File: config.mk
export PLATFORM = sky130hd
export DESIGN_NAME = bert_mgmt_top
export DESIGN_NICKNAME = d
export VERILOG_FILES = /design/src/design/bert_pkg.sv /design/src/design/reg_access_if.sv /design/src/design/reg_bus_decoder.sv /design/src/design/lane_config_bank.sv /design/src/design/drp_bridge.sv /design/src/design/readback_mux.sv /design/src/design/bert_mgmt_top.sv
export VERILOG_INCLUDE_DIRS = /design/src /design/src/design
export SDC_FILE = /design/constraint.sdc
export NUM_CORES = 1
export LEC_CHECK = 0
export ABC_CLOCK_PERIOD_IN_PS = 2600
export BUFFER_PORTS_ARGS = -buffer_cell sky130_fd_sc_hd__buf_2
export CAP_MARGIN = 5
export CORE_MARGIN = 2
export CORE_UTILIZATION = 30
export CTS_BUF_LIST = sky130_fd_sc_hd__clkbuf_8
export DETAILED_ROUTE_END_ITERATION = 8
export GPL_ROUTABILITY_DRIVEN = 1
export PLACE_DENSITY = 0.55
export SYNTH_ARGS = -nofsm -noshare
export SYNTH_HDL_FRONTEND = slang
export SYNTH_SLANG_ARGS = --single-unit
File: constraint.sdc
create_clock -name clk -period 2.6 [get_ports clk]
set_clock_uncertainty 0.1 [all_clocks]
set_input_delay 0.26 -clock clk [delete_from_list [all_inputs] [get_ports clk]]
set_output_delay 0.26 -clock clk [all_outputs]
set_load 0.01 [all_outputs]
File: src/design/bert_config.svh
`ifndef BERT_CONFIG_SVH
`define BERT_CONFIG_SVH

////////////////////
// Management bus

// Register bus address width
`define BERT_ADDR_W 16

// Register bus data width, one byte per register
`define BERT_DATA_W 8

////////////////////
// Transceiver DRP

// DRP address, nine bits on the GTX
`define BERT_DRP_ADDR_W 9

// DRP data word
`define BERT_DRP_DATA_W 16

// Address bits 15:6 that select the lane window 0x0080-0x00BF
`define BERT_WINDOW_PAGE 10'h002

`endif

File: src/design/bert_pkg.sv
`default_nettype none

`include "bert_config.svh"

package bert_pkg;

	////////////////////
	// Address decode

	// One bus address seen either whole or split into window fields
	typedef union packed {
		logic [`BERT_ADDR_W-1:0] raw;
		struct packed {
			// Compared against the window page
			logic [9:0] page;
			// Lane 0 at 0x0080, lane 1 at 0x00A0
			logic       lane;
			// Register within the lane
			logic [4:0] offset;
		} fields;
	} reg_addr_u;

	// Register offsets within one lane
	typedef enum logic [4:0] {
		PRBS  = 5'h00,
		TX    = 5'h02,
		TX_HI = 5'h03,
		WD    = 5'h04,
		WD_HI = 5'h05,
		AD    = 5'h06,
		AD_HI = 5'h07,
		RD    = 5'h08,
		RD_HI = 5'h09,
		STAT  = 5'h0A,
		CLK   = 5'h0C,
		RST   = 5'h0E,
		RX    = 5'h10
	} lane_reg_e;

	////////////////////
	// Lane configuration

	// TX side of one lane
	typedef struct packed {
		logic       invert;
		logic       enable;
		logic [4:0] postcursor;
		logic [4:0] precursor;
		logic [3:0] swing;
		logic [2:0] prbsmode;
		logic [2:0] clkdiv;
		logic       clk_from_qpll;
		logic       tx_reset;
	} tx_config_t;

	// RX side of one lane
	typedef struct packed {
		logic       invert;
		logic [2:0] prbsmode;
		logic [2:0] clkdiv;
		logic       clk_from_qpll;
		logic       pmareset;
		logic       rx_reset;
	} rx_config_t;

endpackage

`default_nettype wire

File: src/design/reg_access_if.sv
`timescale 1ns/1ns
`default_nettype none

`include "bert_config.svh"

// One decoded register access, one cycle behind the bus
interface reg_access_if;
	logic                    strobe;
	logic                    hit;
	logic                    lane;
	bert_pkg::lane_reg_e     offset;
	logic [`BERT_DATA_W-1:0] data;

	modport source (output strobe, hit, lane, offset, data);
	modport sink   (input strobe, hit, lane, offset, data);
endinterface

`default_nettype wire

File: src/design/reg_bus_decoder.sv
`timescale 1ns/1ns
`default_nettype none

`include "bert_config.svh"

module reg_bus_decoder (
	input wire                    clk,
	input wire                    rst,
	input wire                    rd_en,
	input wire [`BERT_ADDR_W-1:0] rd_addr,
	input wire                    wr_en,
	input wire [`BERT_ADDR_W-1:0] wr_addr,
	input wire [`BERT_DATA_W-1:0] wr_data,
	reg_access_if.source          wr_acc,
	reg_access_if.source          rd_acc
);

	////////////////////
	// Address views

	bert_pkg::reg_addr_u wr_view;
	bert_pkg::reg_addr_u rd_view;
	logic                wr_in_window;
	logic                rd_in_window;

	assign wr_view.raw = wr_addr;
	assign rd_view.raw = rd_addr;

	// Window hit from the page bits alone
	assign wr_in_window = (wr_view.fields.page == `BERT_WINDOW_PAGE);
	assign rd_in_window = (rd_view.fields.page == `BERT_WINDOW_PAGE);

	////////////////////
	// Strobes

	always_ff @(posedge clk) begin
		if (rst) begin
			wr_acc.strobe <= 1'b0;
			wr_acc.hit    <= 1'b0;
			rd_acc.strobe <= 1'b0;
			rd_acc.hit    <= 1'b0;
		end else begin
			// Writes outside the window stop here
			wr_acc.strobe <= wr_en && wr_in_window;
			wr_acc.hit    <= wr_en && wr_in_window;
			// Every read gets answered, misses with zero
			rd_acc.strobe <= rd_en;
			rd_acc.hit    <= rd_en && rd_in_window;
		end
	end

	// Lane, offset and data only move with a request
	always_ff @(posedge clk) begin
		if (wr_en) begin
			wr_acc.lane   <= wr_view.fields.lane;
			wr_acc.offset <= bert_pkg::lane_reg_e'(wr_view.fields.offset);
			wr_acc.data   <= wr_data;
		end
		if (rd_en) begin
			rd_acc.lane   <= rd_view.fields.lane;
			rd_acc.offset <= bert_pkg::lane_reg_e'(rd_view.fields.offset);
		end
	end

	// Read side carries no data
	assign rd_acc.data = '0;

endmodule

`default_nettype wire

File: src/design/lane_config_bank.sv
`timescale 1ns/1ns
`default_nettype none

module lane_config_bank (
	input wire                     clk,
	input wire                     rst,
	reg_access_if.sink             wr_acc,
	output logic                   serdes_config_updated,
	output bert_pkg::tx_config_t   tx0_config,
	output bert_pkg::tx_config_t   tx1_config,
	output bert_pkg::rx_config_t   rx0_config,
	output bert_pkg::rx_config_t   rx1_config
);

	// Per-lane copies, indexed by the decoded lane bit
	bert_pkg::tx_config_t tx_cfg [2];
	bert_pkg::rx_config_t rx_cfg [2];

	////////////////////
	// Register writes

	always_ff @(posedge clk) begin
		// Update flag is a single-cycle pulse
		serdes_config_updated <= 1'b0;

		if (rst) begin
			for (int i = 0; i < 2; i++) begin
				tx_cfg[i] <= '0;
				rx_cfg[i] <= '0;
			end
		end else if (wr_acc.strobe) begin
			case (wr_acc.offset)
				// RX PRBS low nibble, TX PRBS high nibble
				bert_pkg::PRBS: begin
					rx_cfg[wr_acc.lane].prbsmode <= wr_acc.data[2:0];
					tx_cfg[wr_acc.lane].prbsmode <= wr_acc.data[6:4];
					serdes_config_updated        <= 1'b1;
				end
				// Low half of the drive word, takes effect with TX_HI
				bert_pkg::TX: begin
					tx_cfg[wr_acc.lane].swing          <= wr_acc.data[3:0];
					tx_cfg[wr_acc.lane].precursor[3:0] <= wr_acc.data[7:4];
				end
				bert_pkg::TX_HI: begin
					tx_cfg[wr_acc.lane].precursor[4] <= wr_acc.data[0];
					tx_cfg[wr_acc.lane].postcursor   <= wr_acc.data[5:1];
					tx_cfg[wr_acc.lane].enable       <= wr_acc.data[6];
					tx_cfg[wr_acc.lane].invert       <= wr_acc.data[7];
					serdes_config_updated            <= 1'b1;
				end
				// Dividers and PLL choice, TX in the low nibble
				bert_pkg::CLK: begin
					tx_cfg[wr_acc.lane].clkdiv        <= wr_acc.data[2:0];
					tx_cfg[wr_acc.lane].clk_from_qpll <= wr_acc.data[3];
					rx_cfg[wr_acc.lane].clkdiv        <= wr_acc.data[6:4];
					rx_cfg[wr_acc.lane].clk_from_qpll <= wr_acc.data[7];
					serdes_config_updated             <= 1'b1;
				end
				// Soft resets, held until written back to zero
				bert_pkg::RST: begin
					rx_cfg[wr_acc.lane].pmareset <= wr_acc.data[0];
					tx_cfg[wr_acc.lane].tx_reset <= wr_acc.data[1];
					rx_cfg[wr_acc.lane].rx_reset <= wr_acc.data[2];
					serdes_config_updated        <= 1'b1;
				end
				bert_pkg::RX: begin
					rx_cfg[wr_acc.lane].invert <= wr_acc.data[0];
					serdes_config_updated      <= 1'b1;
				end
				// DRP registers belong to the bridge
				default: begin
				end
			endcase
		end
	end

	////////////////////
	// Outputs

	assign tx0_config = tx_cfg[0];
	assign tx1_config = tx_cfg[1];
	assign rx0_config = rx_cfg[0];
	assign rx1_config = rx_cfg[1];

endmodule

`default_nettype wire

File: src/design/drp_bridge.sv
`timescale 1ns/1ns
`default_nettype none

`include "bert_config.svh"

module drp_bridge (
	input wire                          clk,
	input wire                          rst,
	input wire                          drp_lane0_done,
	input wire                          drp_lane1_done,
	reg_access_if.sink                  wr_acc,
	output logic                        drp_lane0_en,
	output logic                        drp_lane1_en,
	output logic                        drp_we,
	output logic [`BERT_DRP_ADDR_W-1:0] drp_addr,
	output logic [`BERT_DRP_DATA_W-1:0] drp_wdata,
	output logic [1:0]                  drp_busy
);

	// Start pulses, bit per lane
	logic [1:0] start;
	logic [1:0] done;

	assign done = {drp_lane1_done, drp_lane0_done};

	////////////////////
	// Command registers

	// Address and data are shared, only the start picks the lane
	always_ff @(posedge clk) begin
		start <= 2'b00;

		if (rst) begin
			drp_we    <= 1'b0;
			drp_addr  <= '0;
			drp_wdata <= '0;
		end else if (wr_acc.strobe) begin
			case (wr_acc.offset)
				bert_pkg::WD:    drp_wdata[7:0]  <= wr_acc.data;
				bert_pkg::WD_HI: drp_wdata[15:8] <= wr_acc.data;
				bert_pkg::AD:    drp_addr[7:0]   <= wr_acc.data;
				// High address byte launches the transaction
				bert_pkg::AD_HI: begin
					start[wr_acc.lane] <= 1'b1;
					drp_we             <= wr_acc.data[7];
					drp_addr[8]        <= wr_acc.data[0];
				end
				default: begin
				end
			endcase
		end
	end

	// Busy from start until done, done wins a tie
	always_ff @(posedge clk) begin
		if (rst)
			drp_busy <= 2'b00;
		else
			drp_busy <= (drp_busy | start) & ~done;
	end

	assign drp_lane0_en = start[0];
	assign drp_lane1_en = start[1];

endmodule

`default_nettype wire

File: src/design/readback_mux.sv
`timescale 1ns/1ns
`default_nettype none

`include "bert_config.svh"

module readback_mux (
	input wire                         clk,
	input wire                         rst,
	input wire [`BERT_DRP_DATA_W-1:0]  drp_lane0_rdata,
	input wire [`BERT_DRP_DATA_W-1:0]  drp_lane1_rdata,
	input wire                         lane0_rx_rstdone,
	input wire                         lane1_rx_rstdone,
	input wire [1:0]                   drp_busy,
	reg_access_if.sink                 rd_acc,
	output logic                       rd_valid,
	output logic [`BERT_DATA_W-1:0]    rd_data
);

	logic [`BERT_DRP_DATA_W-1:0] lane_rdata;
	logic                        lane_rstdone;
	logic [`BERT_DATA_W-1:0]     rd_byte;

	////////////////////
	// Byte select

	always_comb begin
		// Pick the addressed lane first
		lane_rdata   = rd_acc.lane ? drp_lane1_rdata : drp_lane0_rdata;
		lane_rstdone = rd_acc.lane ? lane1_rx_rstdone : lane0_rx_rstdone;

		// Misses and write-only registers read back zero
		rd_byte = '0;
		if (rd_acc.hit) begin
			case (rd_acc.offset)
				bert_pkg::RD:    rd_byte = lane_rdata[7:0];
				bert_pkg::RD_HI: rd_byte = lane_rdata[15:8];
				bert_pkg::STAT:  rd_byte = {6'b0, lane_rstdone, drp_busy[rd_acc.lane]};
				default:         rd_byte = '0;
			endcase
		end
	end

	// One result per read strobe, data held between reads
	always_ff @(posedge clk) begin
		if (rst) begin
			rd_valid <= 1'b0;
			rd_data  <= '0;
		end else begin
			rd_valid <= rd_acc.strobe;
			if (rd_acc.strobe)
				rd_data <= rd_byte;
		end
	end

endmodule

`default_nettype wire

File: src/design/bert_mgmt_top.sv
`timescale 1ns/1ns
`default_nettype none

`include "bert_config.svh"

module bert_mgmt_top (
	input wire                          clk,
	input wire                          rst,

	// Management register bus
	input wire                          rd_en,
	input wire [`BERT_ADDR_W-1:0]       rd_addr,
	output logic                        rd_valid,
	output logic [`BERT_DATA_W-1:0]     rd_data,
	input wire                          wr_en,
	input wire [`BERT_ADDR_W-1:0]       wr_addr,
	input wire [`BERT_DATA_W-1:0]       wr_data,

	// Lane configuration
	output logic                        serdes_config_updated,
	output bert_pkg::tx_config_t        tx0_config,
	output bert_pkg::tx_config_t        tx1_config,
	output bert_pkg::rx_config_t        rx0_config,
	output bert_pkg::rx_config_t        rx1_config,

	// Transceiver DRP
	output logic                        drp_lane0_en,
	output logic                        drp_lane1_en,
	output logic                        drp_we,
	output logic [`BERT_DRP_ADDR_W-1:0] drp_addr,
	output logic [`BERT_DRP_DATA_W-1:0] drp_wdata,
	input wire [`BERT_DRP_DATA_W-1:0]   drp_lane0_rdata,
	input wire [`BERT_DRP_DATA_W-1:0]   drp_lane1_rdata,
	input wire                          drp_lane0_done,
	input wire                          drp_lane1_done,
	input wire                          lane0_rx_rstdone,
	input wire                          lane1_rx_rstdone
);

	// Decoded accesses, writes to the bank and bridge, reads to the mux
	reg_access_if wr_acc ();
	reg_access_if rd_acc ();

	// Busy flags cross from the bridge into the status byte
	logic [1:0] drp_busy;

	////////////////////
	// Bus input

	reg_bus_decoder i_decoder (
		.clk     (clk),
		.rst     (rst),
		.rd_en   (rd_en),
		.rd_addr (rd_addr),
		.wr_en   (wr_en),
		.wr_addr (wr_addr),
		.wr_data (wr_data),
		.wr_acc  (wr_acc.source),
		.rd_acc  (rd_acc.source)
	);

	////////////////////
	// Register holders

	lane_config_bank i_bank (
		.clk                   (clk),
		.rst                   (rst),
		.wr_acc                (wr_acc.sink),
		.serdes_config_updated (serdes_config_updated),
		.tx0_config            (tx0_config),
		.tx1_config            (tx1_config),
		.rx0_config            (rx0_config),
		.rx1_config            (rx1_config)
	);

	drp_bridge i_drp (
		.clk            (clk),
		.rst            (rst),
		.drp_lane0_done (drp_lane0_done),
		.drp_lane1_done (drp_lane1_done),
		.wr_acc         (wr_acc.sink),
		.drp_lane0_en   (drp_lane0_en),
		.drp_lane1_en   (drp_lane1_en),
		.drp_we         (drp_we),
		.drp_addr       (drp_addr),
		.drp_wdata      (drp_wdata),
		.drp_busy       (drp_busy)
	);

	////////////////////
	// Read output

	readback_mux i_readback (
		.clk              (clk),
		.rst              (rst),
		.drp_lane0_rdata  (drp_lane0_rdata),
		.drp_lane1_rdata  (drp_lane1_rdata),
		.lane0_rx_rstdone (lane0_rx_rstdone),
		.lane1_rx_rstdone (lane1_rx_rstdone),
		.drp_busy         (drp_busy),
		.rd_acc           (rd_acc.sink),
		.rd_valid         (rd_valid),
		.rd_data          (rd_data)
	);

endmodule

`default_nettype wire

# [Yosys cells after proc, flatten, opt, wreduce, memory -nomap -nowiden]
# Memories as Yosys holds them, arrays and structs flattened.
# Index checks and enable logic that the tools add are counted.
[word_totals] ram_bits=68 memories=2 elab_cells=96 reg_bits=63
[memory_table] memory="i_bank.tx_cfg" depth=2 width=24 rd=2 rd_clocked_by_memory_dff=0 write_ports=2 line_no="lane_config_bank.sv:16" source="bert_pkg::tx_config_t tx_cfg [2];"
[memory_table] memory="i_bank.rx_cfg" depth=2 width=10 rd=2 rd_clocked_by_memory_dff=0 write_ports=2 line_no="lane_config_bank.sv:17" source="bert_pkg::rx_config_t rx_cfg [2];"
[op_classes] bitwise_logic=5 n_mux=41 magnitude_cmp=3 reduce_logical=13 n_eq_ne=14
[op_table] operator="1-bit two-way mux" count=33
[op_table] operator="5-bit by 4-bit == test with 1-bit output, second input constant" count=5
[op_table] operator="24-bit two-way mux" count=1
[op_table] operator="8-bit case mux with 3 select lines" count=1
[op_table] operator="24-bit OR reduction" count=1
[op_table] operator="10-bit by 2-bit == test with 1-bit output, second input constant" count=2
[op_table] operator="5-bit by 3-bit == test with 1-bit output, second input constant" count=4
[op_table] operator="16-bit two-way mux" count=1
[op_table] operator="5-bit by 2-bit == test with 1-bit output, second input constant" count=2
[op_table] operator="10-bit two-way mux" count=1
[op_table] operator="10-bit OR reduction" count=1
[op_table] operator="8-bit two-way mux" count=1
[op_table] operator="2-bit AND reduction" count=4
[op_table] operator="5-bit == test, second input constant" count=1
[op_table] operator="5-bit logical NOT" count=1
[op_table] operator="5-bit two-way mux" count=1
[op_table] operator="5-bit OR reduction" count=1
[op_table] operator="1-bit by 2-bit < comparator with 1-bit output, second input constant" count=2
[op_table] operator="4-bit two-way mux" count=1
[op_table] operator="1-bit logical AND" count=3
[op_table] operator="3-bit OR reduction" count=1
[op_table] operator="2-bit bitwise AND" count=1
[op_table] operator="1-bit NOT" count=2
[op_table] operator="2-bit NOT" count=1
[op_table] operator="4 further kinds" count=4

# [Longest topological paths before layout]
[logic_depth] depth_word=7 ltp_mapped=6 depth_no_buf=3

# [Modules after synthesis]
# Synthesis repeated with hierarchy kept, for this count alone.
[unflattened] cells_unflattened=395 area_unflattened_um2=5496.5
[modules_own_cells] module="lane_config_bank" n_inst=1 area_each_um2=2951.6 cells_per_inst=189 seq_area_each_um2=2062.0
[modules_own_cells] module="drp_bridge" n_inst=1 area_each_um2=1196.1 cells_per_inst=119 seq_area_each_um2=600.6
[modules_own_cells] module="reg_bus_decoder" n_inst=1 area_each_um2=802.0 cells_per_inst=42 seq_area_each_um2=660.6
[modules_own_cells] module="readback_mux" n_inst=1 area_each_um2=546.8 cells_per_inst=45 seq_area_each_um2=180.2

# [Worst setup path after synthesis]
# OpenSTA, ideal clock, no wires.
[synth_path] path_kind="register to register" from="register i_decoder.wr_acc.offset[0]" to="memory i_bank.rx_cfg[0][2] (netlist name), enable pin" path_slack_ns=0.646 synth_period_minus_slack_ns=1.954 n_path_buf=1 path_stages_with_launch=5 setup_ns=0.309 arrival_time_ns=1.545 path_cell_list="edfxtp_1 > or3b_1 > buf_6 > nor4_4 > or2_2"
[synth_lines] item="from (decl)" line_no="reg_access_if.sv:14" source="modport source (output strobe, hit, lane, offset, data);"
[synth_lines] item="to (decl)" line_no="lane_config_bank.sv:17"

==> qor.txt <==
Crit Path Category: reg -> reg
Post-DR vias/cell: 4.59
Post-synthesis register bit count: 131
Setup violators final: 0
Port bufs: 185
Layout area overhead: 34.1%
Seq/Total Area, Yosys: 66.3%
Max incr delay on CP: 0.62 ns
PwrDens: 622 nW/um^2
DP HPWL: 9800 microns
Critical path data arrival time: 2.32 ns
Core footprint: 17200 sq um
CP Max Fanout: 9
First-pass GRT wire length: 21000 microns
Max Slew Vio Count: 0
EDFF count, synth: 88
Post-CTS Setup Inserts: 0
Worst rel slew slack: 52.6%
Final setup TNS: 0 ns
Sink Count: 131
WP data required: 2.63 ns
Fmax: 437 MHz
CTS resizes: 0
N_diodes: 0
Std-Cell Rows: 48
Cell with the most instances after synthesis: edfxtp_1
Final net count: 689
Period utilisation layout: 88.0%
Die area: 18700 sq um
Worst Hold Depth: 3
Final Util: 41.1%
RSZ-0062 raised after global routing: no
Total GRT Usage: 15.2%
Async SR Flop Fraction: 0%
Mapped Nets: 482
RR Endpoint: i_bank.tx_cfg[0][8]$_SDFFCE_PN0P_
Minimum clock period: 2.29 ns
Clock Tree Root: clkbuf_8
# H-tree levels: 4
Hold-fix buffers, CTS: 26
Largest net degree at the start of global routing: 48
Commonest cells in the synthesized netlist: 88 x edfxtp_1, 66 x and2_1, 43 x dfxtp_1
Hold/Removal Path Class: in -> reg
RR Startpoint: i_decoder.wr_acc.offset[0]$_DFFE_PP_
Critical path endpoint category: flip-flop
Lkg Pwr: 0.00301 uW
Top post-synthesis cells by area: edfxtp_1 50%, dfxtp_1 16%, and2_1 7.8%
Worst-skew pair later-pin latency: 0.44 ns
Fin. Hold Viols: 0
Pre-CTS WS: 0.316 ns
Status: finished, final reports clean
Worst-margin pin slew: 0.711 ns
Tot Pwr: 4410 uW
Vias in the first global route: 3893
Die Ht: 137 microns
CP Launch Type: flip-flop
Reg-to-reg slack, setup: 0.31 ns
CTS tree: yes
Commonest register cell after synthesis: edfxtp_1
# DRC: 0
DRT antenna net count: 0
Total wire length: 13700 microns
Max_cap viols: 0
Max VDD drop: 281 uV
Total overflow reported by the global router: 0
Max clock buf depth: 2
Clk slew on worst S/H paths: 0.07 ns
CP Cell Sequence: or3b_1 > nor4_4 > or2_2
Detailed-router iteration count before antenna repair: 5
Syn_area_per_cell: 13.2 sq um
Top cell type by total area after synthesis: edfxtp_1
Mapped Area: 5290 sq um
Layout cells sized above 1: 40.2%
Worst r2r path cells: 3
Crit path launch: i_decoder.wr_acc.offset[0]$_DFFE_PP_
CP endpoint: i_bank.tx_cfg[0][8]$_SDFFCE_PN0P_
Initial Util: 30.7%
DR vias: 3888
Initial DRC count: 238
Synth Instances: 402
Die width: 137 microns
Total CTS buffers: 17
Worst path slowest cell: or3b_1
Setup ws final: 0.312 ns
Yosys top cell area share: 50.0%
Synth Warn #: 0
Initial antenna violation count: 0
Synth unique cells: 43
Fin Hold WS: 0.0299 ns
DR WL/cell: 16.2 microns
# IOs: 186
GPL Wtd Cong: 0.790
-- stage by stage --
stage	cell area, sq um	cells
after floorplan	5290	402
after global placement	6420	789
after detailed placement	6420	789
after CTS	7090	847
after global routing	7090	847
final	7090	847
-- placed cells by master, fill, tap and decap left out, drive strengths merged, types with 2 or more instances in the layout --
cell,instances
nand3,28
or3b,2
nand4bb,2
o21bai,2
a21oi,27
clkinv,7
clkbuf,17
or2,11
bufinv,4
nor4bb,2
dlygate4sd3,26
nand2b,3
and2,66
buf,192
o21ai,27
inv,5
nor4b,3
mux2,2
nand3b,2
nand2,5
nor3,9
and3,2
dfxtp,43
nor2b,6
nor2,8
edfxtp,88
mux4,7
a22o,6
nor4,8
-- power by group --
part | leakage (uW) | internal [uW] | total, uW | switching [uW]
Combinational | 0.00152 | 143 | 282 | 139
Clock | 0.000215 | 1020 | 1770 | 754
Sequential | 0.00127 | 2270 | 2350 | 80.4
-- final cells by class --
cell class              instances  area, sq um
flip-flops and latches        131         3500
multi-input cells             239         1650
inverters                       2         7.51
fillers                      1681        10100
well taps                     225          282
clock buffers                  17          234
clock inverters                15          174
repair buffers                218         1240
-- critical path, delay by kind of cell (launching register included) --
| family | cells | cell delay (ns) |
|---|---|---|
| flops | 1 | 0.50 |
| simple gates | 3 | 1.39 |
-- layer usage --
layer	up-vias	track usage [%]	routed length, microns
met4	0	6.31	284
met1	1838	19.0	6000
met3	19	3.85	815
li1	1879	-	-
met5	-	0	0
met2	152	25.1	6620
-- worst min-delay path by stage --
stage	start	end	slack, ns
5_1_grt	wr_addr[11]	i_decoder.wr_acc.strobe$_SDFF_PP0_	0.03
2_1_floorplan	drp_lane0_done	i_drp.drp_busy[0]$_SDFF_PP0_	0.24
6_report	wr_addr[11]	i_decoder.wr_acc.strobe$_SDFF_PP0_	0.03
4_1_cts	wr_addr[11]	i_decoder.wr_acc.strobe$_SDFF_PP0_	0.0003
3_5_place_dp	drp_lane0_done	i_drp.drp_busy[0]$_SDFF_PP0_	0.33
3_3_place_gp	drp_lane0_done	i_drp.drp_busy[0]$_SDFF_PP0_	0.32
-- state kept, by name (all words and copies together) (netlist names), 2 cells and up --
name                     cells
i_bank.rx_cfg               20
i_bank.tx_cfg               48
i_decoder.rd_acc.offset      5
i_decoder.wr_acc.data        8
i_decoder.wr_acc.offset      5
i_drp.drp_addr               9
i_drp.drp_busy               2
i_drp.drp_wdata             16
i_drp.start                  2
i_readback.rd_data           8
-- logic make-up (layout without fill, tap and decap cells) --
family | after synthesis | after routing | synth area share, %
compound gates | 68 | 68 | 7.34
buf+inv | 32 | 252 | 2.60
flops | 131 | 131 | 66.3
mux | 9 | 9 | 3.41
simple gates | 162 | 162 | 20.4
Power figures use the tool's default switching activity.
